==> src/hdl/audio_config.svh <==
/* build-time constants for the audio command path
   uart timing assumes clk_12M at 12.288 MHz */
`ifndef AUDIO_CONFIG_SVH
`define AUDIO_CONFIG_SVH

// sample width on both i2s streams
`define AUDIO_W 16

// 12.288 MHz / 9600 baud
`define UART_CLKS_PER_BIT 1280

// echo delay in frames, ECHO_AW must be its log2
`define ECHO_DEPTH 32
`define ECHO_AW 5

// magnitude above which the voice flag rises
`define VOICE_THRESHOLD 16'h1000

`endif

==> src/hdl/audio_pkg.sv <==
/* types passed between the capture, decode, execute and result blocks
   sample valid is a one-cycle strobe, data is good only in that cycle */
`default_nettype none

`include "audio_config.svh"

package audio_pkg;

  // effect picked by the high nibble of a command byte
  typedef enum logic [1:0] {
    EFFECT_BYPASS = 2'd0,
    EFFECT_ECHO   = 2'd1,
    EFFECT_GAIN   = 2'd2
  } effect_e;

  // current setting, held until the next good command
  typedef struct packed {
    effect_e effect;
    logic    gain_up;  // 1 doubles, 0 halves
  } effect_cfg_t;

  typedef struct packed {
    logic                       valid;  // single-cycle strobe
    logic signed [`AUDIO_W-1:0] data;
  } sample_t;

  // uart receiver states, only cmd_decode uses these
  typedef enum logic [1:0] {
    UART_IDLE  = 2'd0,
    UART_START = 2'd1,
    UART_DATA  = 2'd2,
    UART_STOP  = 2'd3
  } uart_state_e;

endpackage

`default_nettype wire

==> src/hdl/i2s_capture.sv <==
/* left channel only, the right word is dropped
   sck must stay well below clk_12M/4 so every edge is seen after sync */
`timescale 1ns/1ps
`default_nettype none

`include "audio_config.svh"

module i2s_capture (
  input  logic               clk_12M,
  input  logic               sys_rst,
  input  logic               i_i2s_sck,
  input  logic               i_i2s_ws,
  input  logic               i_i2s_sd,
  output audio_pkg::sample_t o_sample
);
  import audio_pkg::*;

  localparam int CNT_W = $clog2(`AUDIO_W + 1);
  localparam logic [CNT_W-1:0] LAST_BIT = CNT_W'(`AUDIO_W - 1);
  localparam logic [CNT_W-1:0] WORD_END = CNT_W'(`AUDIO_W);

  logic [1:0]          sck_sync;
  logic [1:0]          ws_sync;
  logic [1:0]          sd_sync;
  logic                sck_d;
  logic                sck_rise;
  logic                slot_ws;  // channel of the slot now on sd
  logic                capture;
  logic [CNT_W-1:0]    bit_cnt;
  logic [`AUDIO_W-1:0] shift_reg;
  logic                word_done;

  assign sck_rise = sck_sync[1] & ~sck_d;
  assign capture  = sck_rise & ~slot_ws & (bit_cnt != WORD_END);  // left slots, first 16 bits

  always_ff @(posedge clk_12M or negedge sys_rst) begin
    if (!sys_rst) begin
      sck_sync  <= '0;
      ws_sync   <= '0;
      sd_sync   <= '0;
      sck_d     <= 1'b0;
      slot_ws   <= 1'b1;
      bit_cnt   <= WORD_END;  // idle until a real left edge
      word_done <= 1'b0;
    end else begin
      sck_sync  <= {sck_sync[0], i_i2s_sck};
      ws_sync   <= {ws_sync[0], i_i2s_ws};
      sd_sync   <= {sd_sync[0], i_i2s_sd};
      sck_d     <= sck_sync[1];
      word_done <= capture && (bit_cnt == LAST_BIT);
      if (sck_rise) begin
        slot_ws <= ws_sync[1];
        if (ws_sync[1] != slot_ws) begin
          bit_cnt <= '0;  // ws moved, msb comes one bit later
        end else if (bit_cnt != WORD_END) begin
          bit_cnt <= bit_cnt + 1'b1;
        end
      end
    end
  end

  always_ff @(posedge clk_12M) begin
    if (capture) begin
      shift_reg <= {shift_reg[`AUDIO_W-2:0], sd_sync[1]};  // msb first
    end
  end

  assign o_sample.valid = word_done;
  assign o_sample.data  = shift_reg;

endmodule

`default_nettype wire

==> src/hdl/cmd_decode.sv <==
/* 8N1 receiver, one command byte sets the effect until the next one
   a frame with a low stop bit is thrown away */
`timescale 1ns/1ps
`default_nettype none

`include "audio_config.svh"

module cmd_decode (
  input  logic                   clk_12M,
  input  logic                   sys_rst,
  input  logic                   i_uart_rx,
  output audio_pkg::effect_cfg_t o_cfg
);
  import audio_pkg::*;

  localparam int CNT_W = $clog2(`UART_CLKS_PER_BIT);
  localparam logic [CNT_W-1:0] BIT_LAST  = CNT_W'(`UART_CLKS_PER_BIT - 1);
  localparam logic [CNT_W-1:0] HALF_LAST = CNT_W'(`UART_CLKS_PER_BIT / 2 - 1);

  uart_state_e      state;
  logic [1:0]       rx_sync;
  logic             rx_s;
  logic [CNT_W-1:0] clk_cnt;
  logic [2:0]       bit_idx;
  logic [7:0]       rx_byte;
  logic             bit_end;
  logic             stop_sample;  // mid-point of the stop bit
  effect_cfg_t      cfg_q;

  function automatic effect_cfg_t decode_cmd(input logic [7:0] cmd);
    effect_cfg_t cfg;
    case (cmd[7:4])
      4'h1:    cfg.effect = EFFECT_ECHO;
      4'h2:    cfg.effect = EFFECT_GAIN;
      default: cfg.effect = EFFECT_BYPASS;  // unknown falls back to dry signal
    endcase
    cfg.gain_up = cmd[0];
    return cfg;
  endfunction

  assign rx_s        = rx_sync[1];
  assign bit_end     = (clk_cnt == BIT_LAST);
  assign stop_sample = (state == UART_STOP) && bit_end;

  always_ff @(posedge clk_12M or negedge sys_rst) begin
    if (!sys_rst) begin
      rx_sync <= 2'b11;  // line idles high
      state   <= UART_IDLE;
      clk_cnt <= '0;
      bit_idx <= '0;
      cfg_q   <= '{effect: EFFECT_BYPASS, gain_up: 1'b0};
    end else begin
      rx_sync <= {rx_sync[0], i_uart_rx};
      case (state)
        UART_IDLE: begin
          clk_cnt <= '0;
          if (!rx_s) state <= UART_START;
        end
        UART_START: begin
          if (clk_cnt == HALF_LAST) begin
            clk_cnt <= '0;
            bit_idx <= '0;
            state   <= rx_s ? UART_IDLE : UART_DATA;  // glitch on the line
          end else begin
            clk_cnt <= clk_cnt + 1'b1;
          end
        end
        UART_DATA: begin
          if (bit_end) begin
            clk_cnt <= '0;
            bit_idx <= bit_idx + 1'b1;
            if (bit_idx == 3'd7) state <= UART_STOP;
          end else begin
            clk_cnt <= clk_cnt + 1'b1;
          end
        end
        default: begin
          if (bit_end) begin
            clk_cnt <= '0;
            state   <= UART_IDLE;
          end else begin
            clk_cnt <= clk_cnt + 1'b1;
          end
        end
      endcase
      if (stop_sample && rx_s) cfg_q <= decode_cmd(rx_byte);
    end
  end

  always_ff @(posedge clk_12M) begin
    if (state == UART_DATA && bit_end) begin
      rx_byte <= {rx_s, rx_byte[7:1]};  // lsb first
    end
  end

  assign o_cfg = cfg_q;

endmodule

`default_nettype wire

==> src/hdl/effect_execute.sv <==
/* one sample in flight, result registered one cycle after the input strobe
   echo reads zero until ECHO_DEPTH samples have been written */
`timescale 1ns/1ps
`default_nettype none

`include "audio_config.svh"

module effect_execute (
  input  logic                   clk_12M,
  input  logic                   sys_rst,
  input  audio_pkg::effect_cfg_t i_cfg,
  input  audio_pkg::sample_t     i_sample,
  output audio_pkg::sample_t     o_sample
);
  import audio_pkg::*;

  localparam logic [`ECHO_AW:0] FILL_FULL = (`ECHO_AW + 1)'(`ECHO_DEPTH);
  localparam logic signed [`AUDIO_W-1:0] SAT_MAX = {1'b0, {(`AUDIO_W - 1){1'b1}}};
  localparam logic signed [`AUDIO_W-1:0] SAT_MIN = {1'b1, {(`AUDIO_W - 1){1'b0}}};

  logic signed [`AUDIO_W-1:0] delay_mem [`ECHO_DEPTH];
  logic [`ECHO_AW-1:0]        wr_ptr;  // also points at the oldest entry
  logic [`ECHO_AW:0]          fill_cnt;
  logic signed [`AUDIO_W-1:0] in_data;
  logic signed [`AUDIO_W-1:0] delayed;
  logic signed [`AUDIO_W:0]   echo_sum;
  logic signed [`AUDIO_W-1:0] result;
  logic                       out_valid;
  logic signed [`AUDIO_W-1:0] out_data;

  always_comb begin
    in_data  = i_sample.data;
    delayed  = (fill_cnt == FILL_FULL) ? delay_mem[wr_ptr] : '0;
    echo_sum = {in_data[`AUDIO_W-1], in_data} + {delayed[`AUDIO_W-1], delayed};
    case (i_cfg.effect)
      EFFECT_ECHO: begin
        result = echo_sum[`AUDIO_W:1];  // sum >>> 1, no overflow at 17 bits
      end
      EFFECT_GAIN: begin
        if (!i_cfg.gain_up) begin
          result = in_data >>> 1;
        end else if (in_data[`AUDIO_W-1] != in_data[`AUDIO_W-2]) begin
          result = in_data[`AUDIO_W-1] ? SAT_MIN : SAT_MAX;  // doubling would wrap
        end else begin
          result = in_data <<< 1;
        end
      end
      default: begin
        result = in_data;
      end
    endcase
  end

  always_ff @(posedge clk_12M or negedge sys_rst) begin
    if (!sys_rst) begin
      wr_ptr    <= '0;
      fill_cnt  <= '0;
      out_valid <= 1'b0;
    end else begin
      out_valid <= i_sample.valid;
      if (i_sample.valid) begin
        wr_ptr <= wr_ptr + 1'b1;  // wraps at ECHO_DEPTH
        if (fill_cnt != FILL_FULL) fill_cnt <= fill_cnt + 1'b1;
      end
    end
  end

  always_ff @(posedge clk_12M) begin
    if (i_sample.valid) begin
      delay_mem[wr_ptr] <= in_data;  // old entry already read above
      out_data          <= result;
    end
  end

  assign o_sample.valid = out_valid;
  assign o_sample.data  = out_data;

endmodule

`default_nettype wire

==> src/hdl/audio_result.sv <==
/* same word on left and right, word taken at the start of each left slot
   a newer sample overwrites the held one, there is no back-pressure */
`timescale 1ns/1ps
`default_nettype none

`include "audio_config.svh"

module audio_result (
  input  logic               clk_12M,
  input  logic               sys_rst,
  input  logic               i_i2s_sck,
  input  logic               i_i2s_ws,
  input  audio_pkg::sample_t i_sample,
  output logic               o_i2s_sd,
  output logic               o_voice_flag
);
  import audio_pkg::*;

  localparam logic [`AUDIO_W:0] THRESH = (`AUDIO_W + 1)'(`VOICE_THRESHOLD);

  logic [1:0]          sck_sync;
  logic [1:0]          ws_sync;
  logic                sck_d;
  logic                ws_d;
  logic                sck_fall;
  logic                ws_fall;
  logic                ws_edge;
  logic                load_pend;   // ws moved, load on next sck fall
  logic [`AUDIO_W-1:0] hold_word;   // latest processed sample
  logic [`AUDIO_W-1:0] frame_word;  // word for both slots of this frame
  logic [`AUDIO_W-1:0] shift_reg;
  logic [`AUDIO_W:0]   sample_ext;
  logic [`AUDIO_W:0]   magnitude;

  assign sck_fall   = ~sck_sync[1] & sck_d;
  assign ws_fall    = ~ws_sync[1] & ws_d;
  assign ws_edge    = ws_sync[1] ^ ws_d;
  assign sample_ext = {i_sample.data[`AUDIO_W-1], i_sample.data};
  assign magnitude  = sample_ext[`AUDIO_W] ? -sample_ext : sample_ext;  // 0x8000 fits

  always_ff @(posedge clk_12M or negedge sys_rst) begin
    if (!sys_rst) begin
      sck_sync     <= '0;
      ws_sync      <= '0;
      sck_d        <= 1'b0;
      ws_d         <= 1'b0;
      load_pend    <= 1'b0;
      hold_word    <= '0;
      frame_word   <= '0;
      shift_reg    <= '0;
      o_i2s_sd     <= 1'b0;
      o_voice_flag <= 1'b0;
    end else begin
      sck_sync <= {sck_sync[0], i_i2s_sck};
      ws_sync  <= {ws_sync[0], i_i2s_ws};
      sck_d    <= sck_sync[1];
      ws_d     <= ws_sync[1];
      if (i_sample.valid) begin
        hold_word    <= i_sample.data;
        o_voice_flag <= (magnitude > THRESH);
      end
      if (ws_fall) frame_word <= hold_word;
      if (sck_fall) begin
        o_i2s_sd <= shift_reg[`AUDIO_W-1];  // old lsb goes out in the slot after ws
        if (load_pend || ws_edge) begin
          shift_reg <= ws_fall ? hold_word : frame_word;
        end else begin
          shift_reg <= shift_reg << 1;
        end
        load_pend <= 1'b0;
      end else if (ws_edge) begin
        load_pend <= 1'b1;
      end
    end
  end

endmodule

`default_nettype wire

==> src/hdl/audio_top.sv <==
/* single clock domain, ADC and DAC share the i2s bit clock and word select
   DAC left word of frame k carries the result for ADC left word of frame k-1 */
`timescale 1ns/1ps
`default_nettype none

module audio_top (
  input  logic clk_12M,
  input  logic sys_rst,
  input  logic i_uart_rx,
  input  logic i_i2s_sck,
  input  logic i_i2s_ws,
  input  logic i_i2s_sd,
  output logic o_i2s_sd,
  output logic o_voice_flag
);
  import audio_pkg::*;

  sample_t     in_sample;   // captured left word
  effect_cfg_t cfg;         // current effect
  sample_t     out_sample;  // processed word

  i2s_capture u_capture (
    .clk_12M   (clk_12M),
    .sys_rst   (sys_rst),
    .i_i2s_sck (i_i2s_sck),
    .i_i2s_ws  (i_i2s_ws),
    .i_i2s_sd  (i_i2s_sd),
    .o_sample  (in_sample)
  );

  cmd_decode u_cmd_decode (
    .clk_12M   (clk_12M),
    .sys_rst   (sys_rst),
    .i_uart_rx (i_uart_rx),
    .o_cfg     (cfg)
  );

  effect_execute u_execute (
    .clk_12M  (clk_12M),
    .sys_rst  (sys_rst),
    .i_cfg    (cfg),
    .i_sample (in_sample),
    .o_sample (out_sample)
  );

  audio_result u_result (
    .clk_12M      (clk_12M),
    .sys_rst      (sys_rst),
    .i_i2s_sck    (i_i2s_sck),
    .i_i2s_ws     (i_i2s_ws),
    .i_sample     (out_sample),
    .o_i2s_sd     (o_i2s_sd),
    .o_voice_flag (o_voice_flag)
  );

endmodule

`default_nettype wire

==> config.mk <==
export PLATFORM = sky130hd
export DESIGN_NAME = audio_top
export DESIGN_NICKNAME = d
export VERILOG_FILES = /design/src/hdl/audio_pkg.sv /design/src/hdl/i2s_capture.sv /design/src/hdl/cmd_decode.sv /design/src/hdl/effect_execute.sv /design/src/hdl/audio_result.sv /design/src/hdl/audio_top.sv
export VERILOG_INCLUDE_DIRS = /design/src /design/src/hdl
export SDC_FILE = /design/constraint.sdc
export NUM_CORES = 1
export LEC_CHECK = 0
export BUFFER_PORTS_ARGS = -buffer_cell sky130_fd_sc_hd__buf_2
export CORE_UTILIZATION = 48
export CTS_CLUSTER_DIAMETER = 150
export DETAILED_ROUTE_END_ITERATION = 8
export PLACE_DENSITY = 0.72
export SKIP_CTS_REPAIR_TIMING = 1
export SLEW_MARGIN = 20
export SYNTH_ARGS = -nofsm -noshare
export SYNTH_HDL_FRONTEND = slang
export SYNTH_SLANG_ARGS = --single-unit
==> constraint.sdc <==
create_clock -name clk_12M -period 11.8 [get_ports clk_12M]
set_input_delay 1.18 -clock clk_12M [delete_from_list [all_inputs] [get_ports clk_12M]]
set_output_delay 1.18 -clock clk_12M [all_outputs]
set_load 0.005 [all_outputs]
==> impl_metrics.yaml <==
timing:
  slew_viol_final: 0
  timing.fmax_mhz: 183
  worst_clock_skew_ns: 0.0149
  hold_viol: 0
  setup_viol: 0
  period_share_pct: 46.2
  tightest_slew_ns: 0.996
  period_needed_ns: 5.46
  holdWs_ns: 0.347
  slew-limit-headroom_pct: 31.9
  rsz0062_at_grt: "no"
  fin_tns_setup_ns: 0
clock_tree:
  cts_buffers: 67
  clock-sinks: 651
  insertion_delay_ns: 0.59
  cts_tree: "built"
  h-tree-depth: 3
  cts_buffer_depth: 3
  cts.reportedPaths.clkPinSlew_ns: 0.06
  root_buffer: "clkbuf_16"
floorplan:
  initial_core_util_pct: 48.9
  fp-row-count: 85
  pin_count: 8
  die_w_um: 237
  dieArea_sq_um: 56100
  core_area_sq_um: 54100
  die_y_um: 237
setup_path:
  timing.rr.start: "u_execute.wr_ptr[0]"
  critPathKind: "reg -> reg"
  worstPathCellList: "buf_12 > mux4_2 > a22o_1 > a221oi_1 > a31oi_1 > ha_1 > o21ai_0 > a21boi_0 > o21bai_1 > nand2_1 > a2111oi_0 > nor4_1 > nand3b_1"
  critPathRequiredTime_ns: 12.13
  start_kind: "flip-flop"
  cp-end-kind: "flip-flop"
  rrSetupSlack_ns: 6.34
  critPathLaunch: "u_execute.wr_ptr[0]"
  cp_slowest_cell: "a2111oi_0"
  critical_path.max_stage_delay_ns: 0.86
  cp_data_arrival_time_ns: 5.78
  worstPathMaxFanout: 111
drt:
  post_drt_via_cell_ratio: 6.17
  wl_um: 58100
  drc: 0
  first_pass_iters: 6
  vias: 14167
  ant_nets: 0
  drt-initial-drc-count: 1670
  wl_per_cell_um: 25.3
synth:
  synth-compound-area-share_pct: 6.33
  netlist-cell-type-count: 72
  synth.net_count: 1533
  synth_top_family_by_area: "multiplexers"
  synth_area_per_cell_sq_um: 17.8
  synth-main-ff-cell: "edfxtp_1"
  synth_cells: 1488
  ys_ff_latch: 651
  synthSimpleGateAreaFrac_pct: 4.23
  synth-adder-area-share_pct: 1.87
  netlist_area_sq_um: 26500
  ys_seq_area_share_pct: 71.9
  synth_async_sr_flop_share_pct: 15.2
  synth_xor_area_share_pct: 0.859
  synth.area.mux_share_pct: 13.2
  yosysWarnings: 0
  synth_edf_count: 552
cells_and_area:
  area_delta_synth_final_pct: 11.6
  diodes: 0
  drive_gt1_share_pct: 20.8
  fin_util_pct: 54.6
  largest_register_ffs: 512
  largest-register: "u_execute.delay_mem"
  stdcell_count: 2296
  nNetsFinal: 1597
flow_run:
  cap_violations: 0
power_and_ir_drop:
  power.density_nw_per_um2: 152
  fin_total_pwr_mw: 4.50
  ir_drop_mv: 0.0959
  p_leak_nw: 9.80
grt:
  grt_pass1_vias: 13969
  antenna_found_initial: 1
  grt_max_degree: 112
  grt_use_total_pct: 21.2
  grt.busiest_layer: "met2"
  grtUsageMet1_pct: 30.0
  met3_usage_pct: 3.45
  grt_use_met2_pct: 33.4
  grt_overflow: 0
  grt_pass1_wl_um: 87900
min_path:
  hold_start: "u_result.sck_sync[0]"
  min_path_type: "reg -> reg"
placed_design:
  dp_hpwl_um: 34200
  gp_routability_congestion: 0.931
  place_inst: 2179
  numPortBuffers: 7
outcome:
  outcome: "complete, no violations"
==> kinds of logic (layout without fill, tap and decap cells) <==
kind of cell / after synthesis / count (layout)
xor gates and xnor gates: 26 / 26
muxes: 194 / 194
adders and majority gates: 39 / 39
DFF: 651 / 651
AOI/OAI and AO/OA: 246 / 246
and+or+nand+nor: 229 / 229
buffers and inverters: 103 / 215
==> critical path, delay by kind of cell, from the launching register on <==
| kind | cells | cell delay [ns] |
|---|---|---|
| AOI/OAI and AO/OA | 7 | 2.42 |
| buffers and inverters | 1 | 0.68 |
| DFF | 1 | 0.64 |
| muxes | 1 | 0.61 |
| and+or+nand+nor | 3 | 0.39 |
| adders and majority gates | 1 | 0.38 |
==> metal layers <==
metal / up-vias / wire length, um
met4: 0 / 1640
met1: 7304 / 24000
met5: - / 0
li1: 6106 / -
met3: 110 / 4710
met2: 647 / 27800
==> power breakdown <==
group	leakage [nW]	switching (mW)	internal [mW]
clock network	0.957	0.829	1.10
registers	6.29	0.00513	2.50
logic	2.56	0.0549	0.0179
==> worst paths after layout <==
| check | end | depth (start not counted) |
|---|---|---|
| setup / recovery | u_execute.out_data[13] | 13 |
| hold / removal | u_capture.sck_sync[1] | 0 |
| setup reg to reg | u_execute.out_data[13] | 13 |
| hold reg to reg | u_capture.sck_sync[1] | 0 |
| max in group asynchronous | u_execute.wr_ptr[1] | 2 |
| min in group asynchronous | u_result.shift_reg[7] | 1 |
==> cell type report <==
type	count	area, sq um
flip-flops and latches	651	19100
clock inverters	27	159
inverters	30	113
well taps	696	871
clock buffers	90	1820
fillers	4019	24600
multi-input cells	734	7040
repair buffers	68	508
==> synthesized netlist by cell type (16+ instances only) <==
library cell / count / area, sq um
edfxtp_1: 552 / 16600
a22o_1: 22 / 193
nand3_1: 17 / 85.1
a31oi_1: 19 / 119
ha_1: 38 / 475
nand2_1: 60 / 225
o21ai_0: 62 / 310
nor2_1: 80 / 300
a221oi_1: 17 / 149
inv_1: 29 / 109
mux2_2: 39 / 439
a21oi_1: 38 / 190
clkbuf_1: 46 / 173
xnor2_1: 16 / 140
buf_2: 17 / 85.1
a22oi_1: 32 / 240
mux2i_1: 35 / 350
dfrtp_1: 95 / 2380
mux4_2: 120 / 2700
==> metrics by stage <==
stage	setup slack (ns)	instance area, sq um
3_5_place_dp	6.45	27600
4_1_cts	6.40	29600
3_3_place_gp	6.52	27600
2_1_floorplan	7.47	26500
6_report	6.34	29600
5_1_grt	6.04	29600
==> layout by cell type, fill, tap and decap left out, drive strengths merged, types with 6 or more instances in the layout <==
master	Yosys	final
clkbuf	46	90
a21o	6	6
clkinv	1	21
a22o	22	22
ha	38	38
xor2	10	10
nor2	80	80
nor2b	9	9
nand2	60	60
a31oi	19	19
o31ai	7	7
mux4	120	120
a22oi	32	32
a221oi	17	17
edfxtp	552	552
dfrtp	95	95
mux2	39	39
nand3	17	17
o21ai	63	63
xnor2	16	16
o22ai	9	9
a21oi	39	39
inv	29	33
a211oi	6	6
buf	27	68
nor3	7	7
nand4	7	7
nand3b	7	7
mux2i	35	35
Note: power is estimated with default switching activity, not from simulation.
